File: src/icache_geom_pkg.sv
`default_nettype none

package icache_geom_pkg;

    localparam int word_bits      = 32;
    localparam int addr_bits      = 30;   // Word address, byte bits dropped
    localparam int offset_bits    = 2;
    localparam int index_bits     = 8;
    localparam int tag_bits       = addr_bits - index_bits - offset_bits;

    localparam int num_sets       = 256;
    localparam int words_per_line = 4;

    // Lowest tag bit, picks the way for index invalidate
    localparam int way_select_bit = offset_bits + index_bits;

    typedef logic [word_bits-1:0]   word_t;
    typedef logic [addr_bits-1:0]   word_addr_t;
    typedef logic [offset_bits-1:0] offset_t;
    typedef logic [index_bits-1:0]  index_t;
    typedef logic [tag_bits-1:0]    tag_t;

    // Field split of a word address: tag | index | offset
    function automatic offset_t addr_offset(word_addr_t addr);
        return addr[offset_bits-1:0];
    endfunction

    function automatic index_t addr_index(word_addr_t addr);
        return addr[offset_bits +: index_bits];
    endfunction

    function automatic tag_t addr_tag(word_addr_t addr);
        return addr[addr_bits-1 -: tag_bits];
    endfunction

endpackage

`default_nettype wire
File: src/icache_lru.sv
`timescale 1ns/1ns
`default_nettype none

module icache_lru
    import icache_geom_pkg::*;
(
    input  logic   clock,
    input  logic   reset,
    input  index_t index,
    input  logic   valid_a,
    input  logic   valid_b,
    input  logic   hit_a,
    input  logic   hit_b,
    input  logic   touch,
    output logic   victim_b
);

    // One bit per set, high when way B goes next
    logic [num_sets-1:0] replace_b;

    // Empty ways are filled first, A before B
    assign victim_b = valid_a && (!valid_b || replace_b[index]);

    always_ff @(posedge clock) begin
        if (reset) begin
            replace_b <= '0;
        end else if (touch) begin
            if (hit_a) begin
                replace_b[index] <= 1'b1;
            end else if (hit_b) begin
                replace_b[index] <= 1'b0;
            end else begin
                replace_b[index] <= !victim_b;   // Miss, the refilled way becomes newest
            end
        end
    end

endmodule

`default_nettype wire

File: config.mk
export PLATFORM = sky130hd
export DESIGN_NAME = icache_lru
export DESIGN_NICKNAME = d
export VERILOG_FILES = /design/src/icache_geom_pkg.sv /design/src/icache_lru.sv
export SDC_FILE = /design/constraint.sdc
export NUM_CORES = 1
export LEC_CHECK = 0
export BUFFER_PORTS_ARGS = -buffer_cell sky130_fd_sc_hd__clkbuf_2
export CAP_MARGIN = 5
export CORE_MARGIN = 5
export CORE_UTILIZATION = 55
export CTS_BUF_LIST = sky130_fd_sc_hd__clkbuf_4
export CTS_CLUSTER_DIAMETER = 100
export DETAILED_ROUTE_END_ITERATION = 10
export PLACE_DENSITY_LB_ADDON = 0.3
export REMOVE_ABC_BUFFERS = 1
export SYNTH_ARGS = -nofsm -noshare
export SYNTH_HDL_FRONTEND = slang
export SYNTH_SLANG_ARGS = --single-unit
File: constraint.sdc
create_clock -name clock -period 3.7 [get_ports clock]
set_clock_uncertainty 0.15 [all_clocks]
set_input_delay 0.74 -clock clock [delete_from_list [all_inputs] [get_ports clock]]
set_output_delay 0.74 -clock clock [all_outputs]
set_load 0.02 [all_outputs]
==> metrics <==
part of the cycle the worst path needs=1.02; worst r2r src=replace_b[183]$_SDFFE_PP0P_; DRT Pass-1 Iters=6; Placed Area=13,200 µm²; Data arrival, critical path=2.87 ns; leakage power=5.19 nW; Synth Instances=1,439; total congestion overflow=0; register bit total from synthesis=256; Req. time, crit path=2.81 ns; hold path startpoint=hit_a; CP endpoint kind=primary output; vias in the first global route=10,500; WHS Path Cells=2; Syn-to-layout area delta=14.1%; Synth area leaders=dfxtp_1 41%, o21ai_0 17%, nor2b_1 13%; Final #Nets=1,505; Final Setup Violations=1; final worst slack=-0.0591 ns; Avg WL per Cell=19.8 µm; registers with the most flip-flops=replace_b (256); final instance area=14,400 µm²; unique cell type count in the Yosys netlist=47; Residual DRC=0; Placer Congestion=0.878; M1 WL=15,800 µm; RR Endpoint=replace_b[159]$_SDFFE_PP0P_; Die Y=161 µm; I/O pin cnt=16; fraction of registers with async set/reset=0; Hold WC Path Type=input pin to flop; final WL=36,200 µm; leading area contributor after synthesis=dfxtp_1; CTS tree=built; failing checks=setup timing; fin crit period=3.76 ns; total die area=26,100 µm²; Initial Util=0.557; final-report max-slew violation count=0; Max Cap Viol=0; Yosys top cell area share=0.407; Core ar.=22,600 µm²; DR iter-0 viols=1,160; antenna violations before repair=2; met2 WL=16,400 µm; root buf cell=clkbuf_4; RSZ-0062 raised after global routing=yes; Setup TNS Final=-0.0591 ns; VDD IR-drop max=0.000284 V; layout cells sized above 1=0.196; vias per cell=6.03; synth warn=0; Layout Utilization=0.636; H-tree depth=3; Tot GR Track Use=0.276; syn_area_per_cell=8.76 µm²; Hold Path End=replace_b[234]$_SDFFE_PP0P_; EDFF count, synth=0; CTS Buf Count=71; Clk Latency, worst-skew pair=0.68 ns; die width=161 µm; achievable frequency=266 MHz; Detail Placement HPWL=22,300 µm; largest net degree at the start of global routing=90; Worst Max-Slew Pin Slew=0.996 ns; fill count=1,857; CTS sink cnt=256; Mapped Area=12,600 µm²; top sig layer=met5; Seq/Total Area, Yosys=0.407; r2r worst-path depth=12; FP Rows=55; Final Total Pwr=0.00573 W; Final Hold Viols=0; total number of vias=11,000; Max Root-Sink Buffers=3; CP Max Fanout=2; slew margin rel.=0.334; Crit Path Category=flop to primary output; Largest Register=replace_b; DR WL met3=2640 µm; cts hold-fix bufs=0; first-pass GRT wire length=57,800 µm; power per cell area=398 nW/µm²; Clock transition at path regs=0.06 ns; post-route antenna net violation count=0; number of port buffers=15; R2R setup slack=0.57 ns; Primary FF master, synth=dfxtp_1; max reg flops=256; outcome=finished with violations; Worst setup SP type=flop
==> per-layer routing <==
layer,GRT usage,vias up
met4,0.130,2
met2,0.425,479
met1,0.375,5180
met3,0.0513,103
li1,-,5231
met5,0,-
==> kinds of logic (layout without fill, tap and decap cells) <==
| logic type | Yosys count | after routing | share of synthesized area |
|---|---|---|---|
| AO/OA/AOI/OAI | 562 | 562 | 0.235 |
| AND/OR/NAND/NOR | 374 | 374 | 0.185 |
| flip-flops | 256 | 256 | 0.407 |
| buffers and inverters | 149 | 247 | 0.0572 |
| multiplexers | 98 | 98 | 0.116 |
| other | 0 | 1 | 0 |
==> cell usage in the layout (no fill, tap or decap), drive strengths merged, types with 3 or more instances in the layout <==
master / netlist / routed
o21ai: 517 / 517
nor2b: 268 / 268
dfxtp: 256 / 256
clkbuf: 109 / 119
buf: 37 / 110
mux2i: 60 / 60
nand3: 43 / 43
mux4: 38 / 38
nand2: 26 / 26
a22oi: 21 / 21
nor2: 15 / 15
clkinv: 0 / 10
a211oi: 6 / 6
inv: 3 / 6
a21oi: 5 / 5
nand4: 3 / 3
a2bb2oi: 3 / 3
and3: 3 / 3
and2: 3 / 3
==> layout make-up <==
type,count,area (µm²),area share
Antenna cell,1,2.50,0.000174
Sequential cell,256,5120,0.356
Timing Repair Buffer,124,1160,0.0803
Multi-Input combinational cell,1034,6860,0.477
Clock inverter,14,78.8,0.00548
Inverter,3,11.3,0.000783
Clock buffer,106,796,0.0553
Tap cell,285,357,0.0248
==> power breakdown <==
part / internal (W) / switching (W) / total (W) / leakage, nW
clock network: 0.00137 / 0.00116 / 0.00253 / 0.530
logic: 0.000157 / 0.000277 / 0.000433 / 2.60
registers: 0.00276 / 0.00000259 / 0.00276 / 2.06
==> worst max-delay path by stage <==
stage	start	end	slack, ns
after floorplan	index[6]	replace_b[52]$_SDFFE_PP0P_	-0.01
after global placement	index[1]	victim_b	-0.38
after detailed placement	index[1]	victim_b	-0.37
after CTS	index[0]	victim_b	-0.05
after global routing	index[0]	victim_b	-0.11
final	replace_b[183]$_SDFFE_PP0P_	victim_b	-0.06
==> synthesized netlist by cell type, types with 2 or more instances <==
library cell	count
a2111oi_0	2
a211oi_1	6
a21oi_1	5
a22oi_1	21
a2bb2oi_1	3
a31oi_1	2
and2_1	2
and3_1	3
buf_2	17
buf_4	5
buf_6	14
clkbuf_1	109
dfxtp_1	256
inv_1	3
mux2i_1	60
mux4_1	3
mux4_2	35
nand2_1	26
nand2b_1	2
nand3_1	33
nand3_4	9
nand4_1	3
nand4b_1	2
nand4bb_1	2
nor2_1	13
nor2_2	2
nor2b_1	268
o21ai_0	423
o21ai_1	86
o21ai_2	7
==> critical path: stages (launching register included) <==
cell	delay (ns)
dfxtp_1	0.31
mux4_2	0.46
a2bb2oi_1	0.15
and3_1	0.23
a2111oi_4	0.38
buf_4	0.19
o311ai_4	0.11
o21a_1	0.22
clkbuf_8	0.16
==> metrics by stage <==
step	hold WS [ns]	worst slack (ns)	std cells
floorplan	0.397	-0.0132	1293
global placement	0.413	-0.385	1695
detailed placement	0.417	-0.367	1695
global route	0.202	-0.109	1823
CTS	0.174	-0.0542	1822
finish	0.193	-0.0591	1823
==> timing repair <==
action | CTS | global route
endpoints found under the setup margin | 1 | 1
pin swaps | 7 | 3
resized for setup | 28 | 8
gates cloned | 3 | 0
setup buffers | 4 | 0
Power figures use the tool's default switching activity.
