$ cat config.mk
export PLATFORM = sky130hd
export DESIGN_NAME = icache_ctrl
export DESIGN_NICKNAME = d
export VERILOG_FILES = /design/src/icache_ctrl_pkg.sv /design/src/icache_geom_pkg.sv /design/src/icache_ctrl.sv
export SDC_FILE = /design/constraint.sdc
export NUM_CORES = 1
export LEC_CHECK = 0
export ABC_CLOCK_PERIOD_IN_PS = 5850
export BUFFER_PORTS_ARGS = -buffer_cell sky130_fd_sc_hd__buf_2
export CAP_MARGIN = 20
export CORE_AREA = 2 2 91 93
export DETAILED_ROUTE_END_ITERATION = 7
export DIE_AREA = 0 0 93 95
export PLACE_DENSITY = 0.82
export SLEW_MARGIN = 20
export SYNTH_ARGS = -nofsm -noshare
export SYNTH_HDL_FRONTEND = slang
export SYNTH_SLANG_ARGS = --single-unit
$ cat constraint.sdc
create_clock -name clock -period 5.85 [get_ports clock]
set_input_delay 0.2925 -clock clock [delete_from_list [all_inputs] [get_ports clock]]
set_output_delay 0.2925 -clock clock [all_outputs]
set_load 0.03 [all_outputs]
$ cat src/icache_ctrl_pkg.sv
`default_nettype none

package icache_ctrl_pkg;

    typedef enum logic [2:0] {
        st_idle,
        st_check,       // Tag compare on the saved address
        st_wait_word,   // Uncached word outstanding
        st_fill,        // Line words arriving
        st_word_done,
        st_line_done,
        st_inval,
        st_recover
    } ctrl_state_t;

    // Command enables sent to one way
    typedef struct packed {
        logic fill_word;
        logic validate;
        logic invalidate;
    } way_cmd_t;

    localparam way_cmd_t cmd_none = '{fill_word: 1'b0, validate: 1'b0, invalidate: 1'b0};

endpackage

`default_nettype wire

$ cat src/icache_geom_pkg.sv
`default_nettype none

package icache_geom_pkg;

    localparam int word_bits      = 32;
    localparam int addr_bits      = 30;   // Word address, byte bits dropped
    localparam int offset_bits    = 2;
    localparam int index_bits     = 8;
    localparam int tag_bits       = addr_bits - index_bits - offset_bits;

    localparam int num_sets       = 256;
    localparam int words_per_line = 4;

    // Lowest tag bit, picks the way for index invalidate
    localparam int way_select_bit = offset_bits + index_bits;

    typedef logic [word_bits-1:0]   word_t;
    typedef logic [addr_bits-1:0]   word_addr_t;
    typedef logic [offset_bits-1:0] offset_t;
    typedef logic [index_bits-1:0]  index_t;
    typedef logic [tag_bits-1:0]    tag_t;

    // Field split of a word address: tag | index | offset
    function automatic offset_t addr_offset(word_addr_t addr);
        return addr[offset_bits-1:0];
    endfunction

    function automatic index_t addr_index(word_addr_t addr);
        return addr[offset_bits +: index_bits];
    endfunction

    function automatic tag_t addr_tag(word_addr_t addr);
        return addr[addr_bits-1 -: tag_bits];
    endfunction

endpackage

`default_nettype wire
$ cat src/icache_ctrl.sv
`timescale 1ns/1ns
`default_nettype none

module icache_ctrl
    import icache_geom_pkg::*, icache_ctrl_pkg::*;
(
    input  logic       clock,
    input  logic       reset,
    input  word_addr_t cpu_addr,
    input  logic       cpu_read,
    input  logic       cpu_uncached,
    input  logic       cpu_inval,
    output word_t      cpu_data,
    output logic       cpu_ready,
    output word_addr_t mem_addr,
    output logic       mem_read_line,
    output logic       mem_read_word,
    input  logic       mem_ready,
    input  offset_t    mem_offset,
    input  word_t      mem_data,
    input  logic       hit_a,
    input  logic       hit_b,
    input  word_t      word_a,
    input  word_t      word_b,
    input  logic       victim_b,
    output index_t     way_index,
    output tag_t       way_tag,
    output offset_t    way_offset,
    output way_cmd_t   cmd_a,
    output way_cmd_t   cmd_b,
    output logic       touch
);

    ctrl_state_t state;
    ctrl_state_t next_state;
    ctrl_state_t request_state;

    word_addr_t  saved_addr;
    logic        saved_uncached;
    word_t       captured_word;
    logic        fill_victim_b;
    offset_t     fill_count;

    logic        hit_any;
    logic        read_hit;
    logic        can_accept;
    logic        new_req;
    logic        present_new;
    logic        last_word;
    logic        capture;
    logic        inval_sel_a;
    word_addr_t  way_addr;

    assign hit_any  = hit_a || hit_b;
    assign read_hit = (state == st_check) && !saved_uncached && hit_any;

    // States where the previous request is finished this cycle
    assign present_new = (state == st_idle) || (state == st_word_done) ||
                         (state == st_line_done) || (state == st_recover);
    assign can_accept  = present_new || read_hit;
    assign new_req     = can_accept && (cpu_read || cpu_inval);

    // Invalidate wins if both pulses arrive together
    assign request_state = cpu_inval ? st_inval : (cpu_read ? st_check : st_idle);

    // Hit check in st_check always uses the saved address
    assign way_addr   = present_new ? cpu_addr : saved_addr;
    assign way_index  = addr_index(way_addr);
    assign way_tag    = addr_tag(way_addr);
    assign way_offset = addr_offset(way_addr);

    assign mem_addr      = saved_addr;
    assign mem_read_line = (state == st_check) && !saved_uncached && !hit_any;
    assign mem_read_word = (state == st_check) && saved_uncached;
    assign touch         = (state == st_check) && !saved_uncached;

    assign cpu_ready = read_hit || (state == st_word_done) ||
                       (state == st_line_done) || (state == st_recover);
    assign cpu_data  = ((state == st_word_done) || (state == st_line_done)) ?
                       captured_word : (hit_a ? word_a : word_b);

    assign last_word   = (fill_count == offset_t'(words_per_line - 1));
    assign capture     = mem_ready && ((state == st_wait_word) ||
                         ((state == st_fill) && (mem_offset == addr_offset(saved_addr))));
    assign inval_sel_a = saved_addr[way_select_bit];

    always_comb begin
        next_state = state;
        case (state)
            st_idle:      next_state = request_state;
            st_check: begin
                if (saved_uncached) begin
                    next_state = st_wait_word;   // Memory read even when cached
                end else if (hit_any) begin
                    next_state = request_state;
                end else begin
                    next_state = st_fill;
                end
            end
            st_wait_word: next_state = mem_ready ? st_word_done : st_wait_word;
            st_fill:      next_state = (mem_ready && last_word) ? st_line_done : st_fill;
            st_word_done: next_state = request_state;
            st_line_done: next_state = request_state;
            st_inval:     next_state = st_recover;
            st_recover:   next_state = request_state;
            default:      next_state = st_idle;
        endcase
    end

    always_comb begin
        cmd_a = cmd_none;
        cmd_b = cmd_none;
        if ((state == st_fill) && mem_ready) begin
            if (fill_victim_b) begin
                cmd_b.fill_word = 1'b1;
                cmd_b.validate  = last_word;
            end else begin
                cmd_a.fill_word = 1'b1;
                cmd_a.validate  = last_word;
            end
        end
        if (state == st_inval) begin
            if (inval_sel_a) begin
                cmd_a.invalidate = 1'b1;
            end else begin
                cmd_b.invalidate = 1'b1;
            end
        end
    end

    always_ff @(posedge clock) begin
        if (reset) begin
            state <= st_idle;
        end else begin
            state <= next_state;
        end
    end

    // Counts arriving line words, any offset order
    always_ff @(posedge clock) begin
        if (reset) begin
            fill_count <= '0;
        end else if (mem_read_line) begin
            fill_count <= '0;
        end else if ((state == st_fill) && mem_ready) begin
            fill_count <= fill_count + offset_t'(1);
        end
    end

    always_ff @(posedge clock) begin
        if (new_req) begin
            saved_addr     <= cpu_addr;
            saved_uncached <= cpu_uncached;
        end
        if (mem_read_line) begin
            fill_victim_b <= victim_b;   // Held for the whole fill
        end
        if (capture) begin
            captured_word <= mem_data;
        end
    end

endmodule

`default_nettype wire

==> results of run 1 <==
==> state kept, by name (all words and copies together) (netlist names) <==
name / count
fill_count: 2
captured_word: 32
state: 3
mem_addr: 30
fill_victim_b: 1
saved_uncached: 1
==> worst max-delay path: cells and delay by family (launching register included) <==
kind / cells / cell delay (ps)
flops: 1 / 550
simple gates: 1 / 260
buf+inv: 1 / 180
mux: 1 / 410
compound gates: 1 / 470
==> layout by cell type, fill, tap and decap left out, types with 2 or more instances in the layout <==
cell type	n
a21oi_1	5
and2_1	3
and3_1	2
buf_2	238
buf_4	2
clkbuf_1	2
clkbuf_8	9
clkinv_2	2
dfxtp_1	5
edfxtp_1	64
inv_1	2
mux2_2	2
mux2_4	28
mux2i_1	33
nand2_1	35
nor2_1	2
nor3_1	3
o21ai_0	34
xor2_1	3
==> stage by stage <==
stage	setup slack, ps	total power, mW	utilization	instance area, sq um	std cells
floorplan	2664	0.9982	-	3471	254
global placement	3575	1.142	0.5961	4726	584
detailed placement	3498	1.151	0.5961	4726	584
CTS	3212	1.516	0.6192	4908	600
global route	3205	1.568	0.6217	4928	601
finish	3343	1.505	0.6217	4928	601
==> power by group through the flow <==
stage	sequential (mW)	combinational [mW]	clock [mW]
after floorplan	0.672	0.327	0
final	0.617	0.527	0.361
after global placement	0.625	0.517	0
after CTS	0.616	0.526	0.373
after detailed placement	0.626	0.525	0
after global routing	0.623	0.558	0.388
==> final cells by class <==
class | count | area share
clock buffers | 11 | 0.02666
clock inverters | 5 | 0.01041
inverters | 3 | 0.002285
multi-input cells | 167 | 0.2749
flip-flops and latches | 69 | 0.4103
well taps | 105 | 0.02666
repair buffers | 241 | 0.2488
==> how the worst max path moves through the flow <==
stage / endpoint
after floorplan: mem_addr[0]
after global placement: mem_addr[22]
after detailed placement: mem_addr[23]
after CTS: cpu_data[13]
after global routing: way_tag[19]
final: way_tag[19]
==> cells by family after synthesis <==
group | count (synthesis) | synth area share
compound gates | 46 | 0.07210
xor+xnor | 3 | 0.007572
fa+ha+maj | 1 | 0.003604
buf+inv | 18 | 0.03172
flops | 69 | 0.5826
mux | 63 | 0.2228
simple gates | 54 | 0.07967
==> per-layer routing <==
metal | global-route usage | part of all wire | vias to the layer above
li1 | - | - | 1415
met1 | 0.2269 | 0.38 | 1353
met2 | 0.3521 | 0.51 | 154
met3 | 0.06065 | 0.097 | 10
met4 | 0.07598 | 0.013 | 0
met5 | 0 | 0 | -
==> impl_metrics.py, run 1 <==
metrics = {
    "grt": {
        "grt_util_all_layers": 0.1991,
        "grt_max_degree": 65,
        "grt_pass1_vias": 2786,
        "antenna_found_initial": 0,
        "grt-ovfl-total": 0,
        "grt_pass1_wl_um": 13470,
    },
    "yosys": {
        "synth.area.top_cells": "edfxtp_1, mux2_4, mux2i_1",
        "netlist_top_cells_count": "edfxtp_1, nand2_1, o21ai_0",
        "synth_top_cell_area_share": 0.5537,
        "ys_warn_count": 0,
        "syn_inst": 254,
        "post_synth_num_cell_types": 35,
        "yosysSeqAreaShare": 0.5826,
        "avgSynthCellArea_sq_um": 13.66,
        "synth_nets": 392,
        "ys.flop_type": "edfxtp_1",
        "yosysMostFrequentCell": "edfxtp_1",
        "synth_area_leader_cell": "edfxtp_1",
        "synth_enable_flop_cells": 64,
        "synth-seq-cells": 69,
        "syn_area_sq_um": 3471,
        "async_flop_share": 0,
    },
    "timing": {
        "whs_ps": 131.5,
        "relSlewSlack": 0.3274,
        "period_needed_ps": 2507,
        "rsz0062_at_grt": "false",
        "slew_viol_final": 0,
        "worst_pin_slew_ps": 1007,
        "finalCritPeriodShare": 0.4286,
        "hold_violations": 0,
        "final-setup-viol-count": 0,
        "tns_ps": 0,
        "clock.fmax_mhz": 398.8,
        "clock_skew_ps": 12.57,
    },
    "worst_hold_path": {
        "holdPathEnd": "captured_word[10]",
        "whs_path_depth": 1,
        "worstHoldStart": "mem_data[10]",
        "hold_class": "in2reg",
    },
    "floorplanning": {
        "die_x_um": 93,
        "initial_utilization": 0.4378,
        "io_pins": 239,
        "core_area_sq_um": 7928,
        "die_h_um": 95,
        "die_area_sq_um": 8835,
        "rows": 33,
    },
    "placed_design": {
        "gp_congestion": 0.7832,
        "dpl.hpwl_um": 7285,
        "io_buffers": 238,
    },
    "cells_and_area": {
        "antenna_cells": 0,
        "nFillCells": 666,
        "finalNetCount": 629,
        "regArea_sq_um": 2022,
        "syn2layout_area_growth_pct": 42.00,
        "drive_gt1_frac": 0.5867,
        "multiInputGateArea_sq_um": 1355,
    },
    "setup_path": {
        "cp_max_fo": 32,
        "required_ps": 5560,
        "crit_path_start_kind": "flip-flop",
        "r2r_cells": 3,
        "cp_cell_sequence": "nor2b_4 -> a21o_4 -> mux2_2 -> buf_2",
        "reg2reg_from": "state[0]",
        "crit_path_start": "state[1]",
        "cp-end-kind": "primary output",
        "reg2reg_setup_slack_ps": 3550,
        "rr_endpoint": "mem_addr[21]",
        "cpPeakStageDelay_ps": 550,
        "critical-path-slowest-cell": "dfxtp_1",
        "worstPathArrival_ps": 2210,
        "path_class": "reg2out",
    },
    "job": {
        "cap_violations": 0,
    },
    "clock_tree": {
        "cts_tree": "done",
        "post_cts_resized": 0,
        "clk_latency_ps": 330,
        "cts.clk_slew.worst_paths_ps": 80,
        "postCtsHoldBufs": 0,
        "htree_levels": 3,
        "clock-root-buffer": "clkbuf_8",
        "post-cts-setup-buffer-count": 0,
        "cts_buffers": 9,
        "clock-sinks": 69,
        "ctsLongestPathBuffers": 2,
    },
    "power": {
        "power_density_nw_per_um2": 305.3,
        "peakVddDrop_uv": 144.6,
        "p_sw_mw": 0.5300,
        "seqPwrFrac": 0.410,
        "switching_share": 0.3522,
        "p_leak_nw": 2.329,
        "combPwrFrac": 0.350,
        "clkPwrFrac": 0.240,
        "intPower_mw": 0.9747,
    },
    "route": {
        "ant_nets": 0,
        "totalWireLength_um": 9325,
        "avgRoutedWirePerCell_um": 15.52,
        "detail_route.iter0.violations": 61,
        "vias_per_cell": 4.879,
        "first_pass_iters": 6,
        "vias": 2932,
        "drc": 0,
    },
    "run_status": {
        "status": "finished clean",
    },
}
Power figures use the tool's default switching activity.
==> run 2, diff against run 1 <==
ABC_AREA = 1   (was not set)
ABC_CLOCK_PERIOD_IN_PS = 2100   (was 5850)
CORE_AREA = not set   (was 2 2 91 93)
CORE_ASPECT_RATIO = 1.2   (was not set)
CORE_MARGIN = 1   (was not set)
CORE_UTILIZATION = 37   (was not set)
DIE_AREA = not set   (was 0 0 93 95)
PLACE_DENSITY = 0.73   (was 0.82)
clock period = 2.1 ns   (was 5.85 ns; I/O delays follow)
==> run 2 against run 1 <==
Cell area rose by 13%. Clock skew decreased by 4.1 ps. Largest power group is now combinational cells. Combinational power increased to 4.1 times the previous value. First-iteration DRC count increased to 3.1 times the previous value. Cell count increased by 35%. Sequential power grew to 2.9 times the previous value. Core utilization down 0.31 points. Global-route usage increased by 3.4 points. Largest cell class unchanged. Area after synthesis down 1.3%. Worst setup slack got worse by 3200 ps. Clock power is 150% higher. Non-clock buffer count increased by 70.
==> impl_metrics.py, run 2 <==
metrics = {
    "floorplanning": {
        "die_h_um": 107.4,
        "die_area_sq_um": 9646,
        "io_pins": 239,
        "initial_utilization": 0.3791,
        "rows": 38,
        "core_area_sq_um": 9034,
        "die_x_um": 89.83,
    },
    "timing": {
        "rsz0062_at_grt": "false",
        "relSlewSlack": 0.7758,
        "clock_skew_ps": 8.465,
        "hold_violations": 0,
        "final-setup-viol-count": 0,
        "final.setup.worst_slack_ps": 187.8,
        "clock.fmax_mhz": 523.0,
        "slew_viol_final": 0,
        "tns_ps": 0,
        "whs_ps": 121.7,
        "finalCritPeriodShare": 0.9106,
        "worst_pin_slew_ps": 336.3,
        "period_needed_ps": 1912,
    },
    "yosys": {
        "yosysMostFrequentCell": "nand2_1",
        "syn_inst": 388,
        "synth-seq-cells": 69,
        "synth.area.top_cells": "edfxtp_1, nand2_1, nor2_1",
        "synth_nets": 526,
        "synth_area_leader_cell": "edfxtp_1",
        "async_flop_share": 0,
        "synth_enable_flop_cells": 64,
        "ys_warn_count": 0,
        "synth_top_cell_area_share": 0.5612,
        "ys.flop_type": "edfxtp_1",
        "post_synth_num_cell_types": 22,
        "avgSynthCellArea_sq_um": 8.826,
        "syn_area_sq_um": 3425,
        "netlist_top_cells_count": "nand2_1, edfxtp_1, nor2_1",
        "yosysSeqAreaShare": 0.5904,
    },
    "grt": {
        "grt_pass1_vias": 3738,
        "grt_util_all_layers": 0.2328,
        "grt-ovfl-total": 0,
        "grt_max_degree": 65,
        "grt_pass1_wl_um": 17540,
        "antenna_found_initial": 0,
    },
    "cells_and_area": {
        "largest_register": "captured_word",
        "largest_reg_flops": 32,
        "finalNetCount": 825,
        "layout_commonest_cell": "buf_2",
        "antenna_cells": 0,
        "multiInputGateArea_sq_um": 1262,
        "fin_area_sq_um": 5588,
        "syn2layout_area_growth_pct": 63.17,
        "nFillCells": 741,
        "drive_gt1_frac": 0.3844,
        "final_cells": 812,
        "final_cell_mix": "buf_2, nand2_1, dlygate4sd3_1, edfxtp_1, nor2_1",
        "regArea_sq_um": 2022,
    },
    "route": {
        "avgRoutedWirePerCell_um": 14.32,
        "drc": 0,
        "ant_nets": 0,
        "first_pass_iters": 4,
        "detail_route.iter0.violations": 187,
        "vias_per_cell": 4.963,
        "totalWireLength_um": 11630,
        "vias": 4030,
    },
    "worst_hold_path": {
        "holdPathEnd": "fill_count[1]",
        "worstHoldStart": "mem_ready",
        "whs_path_depth": 3,
        "hold_class": "in2reg",
    },
    "placed_design": {
        "gp_congestion": 0.8433,
        "placed_cell_area_sq_um": 4775,
        "io_buffers": 238,
        "dp_cells": 731,
        "dp_slack_ps": 338.2,
        "dpl.hpwl_um": 8041,
    },
    "clock_tree": {
        "clock-sinks": 69,
        "ctsLongestPathBuffers": 2,
        "clk_latency_ps": 340,
        "clock-root-buffer": "clkbuf_8",
        "cts_tree": "done",
        "htree_levels": 3,
        "post-cts-setup-buffer-count": 0,
        "cts.clk_slew.worst_paths_ps": 70,
        "cts_buffers": 9,
    },
    "setup_path": {
        "r2r_cells": 7,
        "rr_endpoint": "mem_addr[19]",
        "reg2reg_from": "state[0]",
        "required_ps": 2000,
        "worstPathArrival_ps": 1810,
        "cp-end-kind": "primary output",
        "path_class": "reg2out",
        "reg2reg_setup_slack_ps": 330,
        "cp_max_fo": 64,
        "crit_path_start_kind": "flip-flop",
    },
    "power": {
        "clkPwrFrac": 0.185,
        "combPwrFrac": 0.447,
        "p_leak_nw": 2.723,
        "seqPwrFrac": 0.369,
        "p_sw_mw": 2.050,
        "intPower_mw": 2.793,
        "switching_share": 0.4233,
        "peakVddDrop_uv": 508.4,
        "power_density_nw_per_um2": 866.6,
    },
    "job": {
        "cap_violations": 0,
    },
    "run_status": {
        "status": "finished clean",
    },
}
==> run 2: logic make-up after synthesis <==
logic type      Yosys count  share of synthesized area
simple gates            237                     0.2784
flops                    69                     0.5904
compound gates           40                    0.07088
buf+inv                  38                    0.04896
xor+xnor                  3                   0.007674
fa+ha+maj                 1                   0.003653
==> run 2: cell type report <==
cell class                 instances  area share
tap                              120     0.02687
clock inverter                     3    0.002687
inverter                          15     0.01008
timing repair buffer             311      0.3477
sequential                        69      0.3618
multi-input combinational        281      0.2259
clock buffer                      13     0.02485
==> run 2: per-stage QoR <==
stage	util	total power, mW
final	0.6186	4.842
after global routing	0.6186	5.071
after CTS	0.6176	4.832
after detailed placement	0.5285	3.843
after global placement	0.5285	3.816
after floorplan	-	3.195
==> run 2: routing by layer <==
layer  global-route usage  wire, um  vias up
li1                     -         -     1914
met3              0.03460       912       28
met5                    0         0        -
met2               0.4126      5791      248
met1               0.2766      4633     1840
met4               0.1148       291        0
==> run 2: power by group through the flow <==
stage | Sequential, mW | Clock, mW | Combinational (mW)
after global routing | 1.80 | 0.969 | 2.30
after CTS | 1.78 | 0.908 | 2.14
after detailed placement | 1.80 | 0 | 2.04
after global placement | 1.80 | 0 | 2.01
final | 1.78 | 0.894 | 2.16
after floorplan | 1.98 | 0 | 1.22
==> run 2: worst max path at each step <==
stage	cells past startpoint	slack (ps)	endpoint	start
5_1_grt	6	40	cpu_data[9]	state[1]
3_3_place_gp	7	480	mem_addr[26]	state[0]
2_1_floorplan	6	90	mem_addr[0]	state[0]
6_report	6	190	cpu_data[9]	state[1]
4_1_cts	7	150	cpu_ready	state[0]
3_5_place_dp	7	340	mem_addr[22]	state[0]
==> run 2: worst max-delay path: stages (launching register included) <==
cell and delay, ps:
dfxtp_1 460, inv_1 140, nand2_2 100, buf_12 240
nor2_1 70, a31oi_1 190, buf_2 240
==> run 2: timing repair <==
| action | 4_1_cts | 5_1_grt |
|---|---|---|
| endpoints found under the setup margin | 0 | 2 |
| gates resized for setup | 0 | 2 |
| hold buffers | 65 | 0 |
| endpoints found under the hold margin | 66 | 0 |
==> run 3, diff against run 2 <==
REMOVE_ABC_BUFFERS = 1   (was not set)
SLEW_MARGIN = 10   (was 20)
==> run 3 against run 2 <==
Wire length grew 4.5%. Largest power group unchanged. Via count shrank 0.17%. Sequential share of layout area is essentially flat. Cell area is essentially flat. Cell count grew 0.37%. Critical path depth is the same. Clock skew shrank 0.90 ps.
==> impl_metrics.py, run 3 (synthesized netlist as in run 2, its figures left out) <==
metrics = {
    "setup_path": {
        "cp-end-kind": "primary output",
        "required_ps": 2000,
        "reg2reg_from": "state[1]",
        "endpoint": "cpu_data[20]",
        "r2r_cells": 5,
        "reg2reg_setup_slack_ps": 300,
        "crit_path_start_kind": "flip-flop",
        "cp_max_fo": 64,
        "worstPathArrival_ps": 1810,
        "crit_path_start": "state[1]",
        "rr_endpoint": "captured_word[18]",
        "path_class": "reg2out",
    },
    "route": {
        "avgRoutedWirePerCell_um": 14.91,
        "ant_nets": 0,
        "vias": 4023,
        "detail_route.iter0.violations": 214,
        "drc": 0,
        "vias_per_cell": 4.936,
        "first_pass_iters": 5,
        "totalWireLength_um": 12150,
    },
    "timing": {
        "hold_violations": 0,
        "clock_skew_ps": 7.562,
        "finalCritPeriodShare": 0.9098,
        "rsz0062_at_grt": "false",
        "slew_viol_final": 0,
        "clock.fmax_mhz": 523.4,
        "final.setup.worst_slack_ps": 189.3,
        "final-setup-viol-count": 0,
        "relSlewSlack": 0.7521,
        "worst_pin_slew_ps": 371.8,
        "period_needed_ps": 1911,
    },
    "grt": {
        "grt_pass1_wl_um": 18360,
        "grt_util_all_layers": 0.2470,
        "grt-ovfl-total": 0,
        "antenna_found_initial": 4,
        "grt_pass1_vias": 3683,
        "grt_max_degree": 65,
    },
    "clock_tree": {
        "clock-sinks": 69,
        "postCtsHoldBufs": 65,
        "cts_tree": "done",
        "htree_levels": 3,
        "clock-root-buffer": "clkbuf_8",
        "cts.clk_slew.worst_paths_ps": 70,
        "post_cts_resized": 0,
        "post-cts-setup-buffer-count": 0,
        "clk_latency_ps": 340,
        "ctsLongestPathBuffers": 2,
        "cts_buffers": 9,
    },
    "cells_and_area": {
        "largest_reg_flops": 32,
        "layout_commonest_cell": "buf_2",
        "final_cells": 815,
        "syn2layout_area_growth_pct": 63.10,
        "nFillCells": 756,
        "drive_gt1_frac": 0.3815,
        "largest_register": "captured_word",
        "final_cell_mix": "buf_2, nand2_1, dlygate4sd3_1, edfxtp_1, nor2_1",
        "finalNetCount": 825,
    },
    "placed_design": {
        "io_buffers": 238,
        "dp_cells": 731,
        "dpl.hpwl_um": 8333,
        "dp_slack_ps": 309.8,
        "gp_congestion": 0.8669,
    },
    "floorplanning": {
        "initial_utilization": 0.3791,
        "die_x_um": 89.83,
        "die_h_um": 107.4,
        "rows": 38,
        "core_area_sq_um": 9034,
        "die_area_sq_um": 9646,
        "io_pins": 239,
    },
    "power": {
        "power_density_nw_per_um2": 868.3,
        "peakVddDrop_uv": 488.1,
        "p_leak_nw": 2.719,
    },
    "job": {
        "cap_violations": 0,
    },
    "worst_hold_path": {
        "worstHoldStart": "mem_ready",
        "hold_class": "in2reg",
    },
    "run_status": {
        "status": "finished clean",
    },
}
-- run 3: changes by cell type in the layout (fill, tap and decap cells not counted) --
cell,change
clkinv_2,-1
buf_4,+1
buf_6,-1
nand3_2,-1
nand3_1,+1
clkinv_1,+1
diode_2,+3
-- run 3: critical path: stages, from the launching register on --
cell     delay, ps
dfxtp_1        470
inv_1          130
nand2_2        100
buf_12         250
nor2_1         120
a31oi_1        140
buf_2          210
-- run 3: report_power, final --
group	total, mW	leakage, nW	internal, mW	switching (mW)
Combinational	2.17	1.99	0.665	1.51
Sequential	1.79	0.647	1.70	0.0865
Clock	0.892	0.0788	0.423	0.469
-- run 3: per-stage QoR --
stage	utilization	setup TNS (ps)	instance area [sq um]	power [mW]	hold WS (ps)
after detailed placement	0.5285	0	4775	3.858	283.1
final	0.6183	0	5585	4.850	98.82
after floorplan	-	-98160	3313	3.135	177.4
after global placement	0.5285	0	4775	3.834	282.8
after CTS	0.6175	0	5578	4.847	80.05
after global routing	0.6175	0	5578	5.096	89.71
-- run 3: worst min path at each step --
stage                        endpoint  cells past startpoint
finish                  fill_count[1]                      3
global route            fill_count[1]                      3
CTS                     fill_count[1]                      3
detailed placement  captured_word[12]                      1
global placement    captured_word[18]                      1
floorplan                    state[0]                      1
-- run 3: layer usage --
| metal | track usage | up-vias | part of all wire | routed length (um) |
|---|---|---|---|---|
| met4 | 0.1101 | 2 | 0.024 | 292 |
| li1 | - | 1921 | - | - |
| met2 | 0.4192 | 242 | 0.49 | 5897 |
| met1 | 0.2892 | 1831 | 0.39 | 4731 |
| met5 | 0 | - | 0.00091 | 11 |
| met3 | 0.07415 | 27 | 0.10 | 1215 |
-- run 3: area by class of cell --
type,instances,area [sq um],area share
repair buffers,311,1939,0.3472
flip-flops and latches,69,2022,0.3620
inverters,15,56.30,0.01008
well taps,120,150.1,0.02688
clock buffers,13,138.9,0.02487
multi-input cells,281,1257,0.2251
clock inverters,3,13.76,0.002464
diodes,3,7.507,0.001344
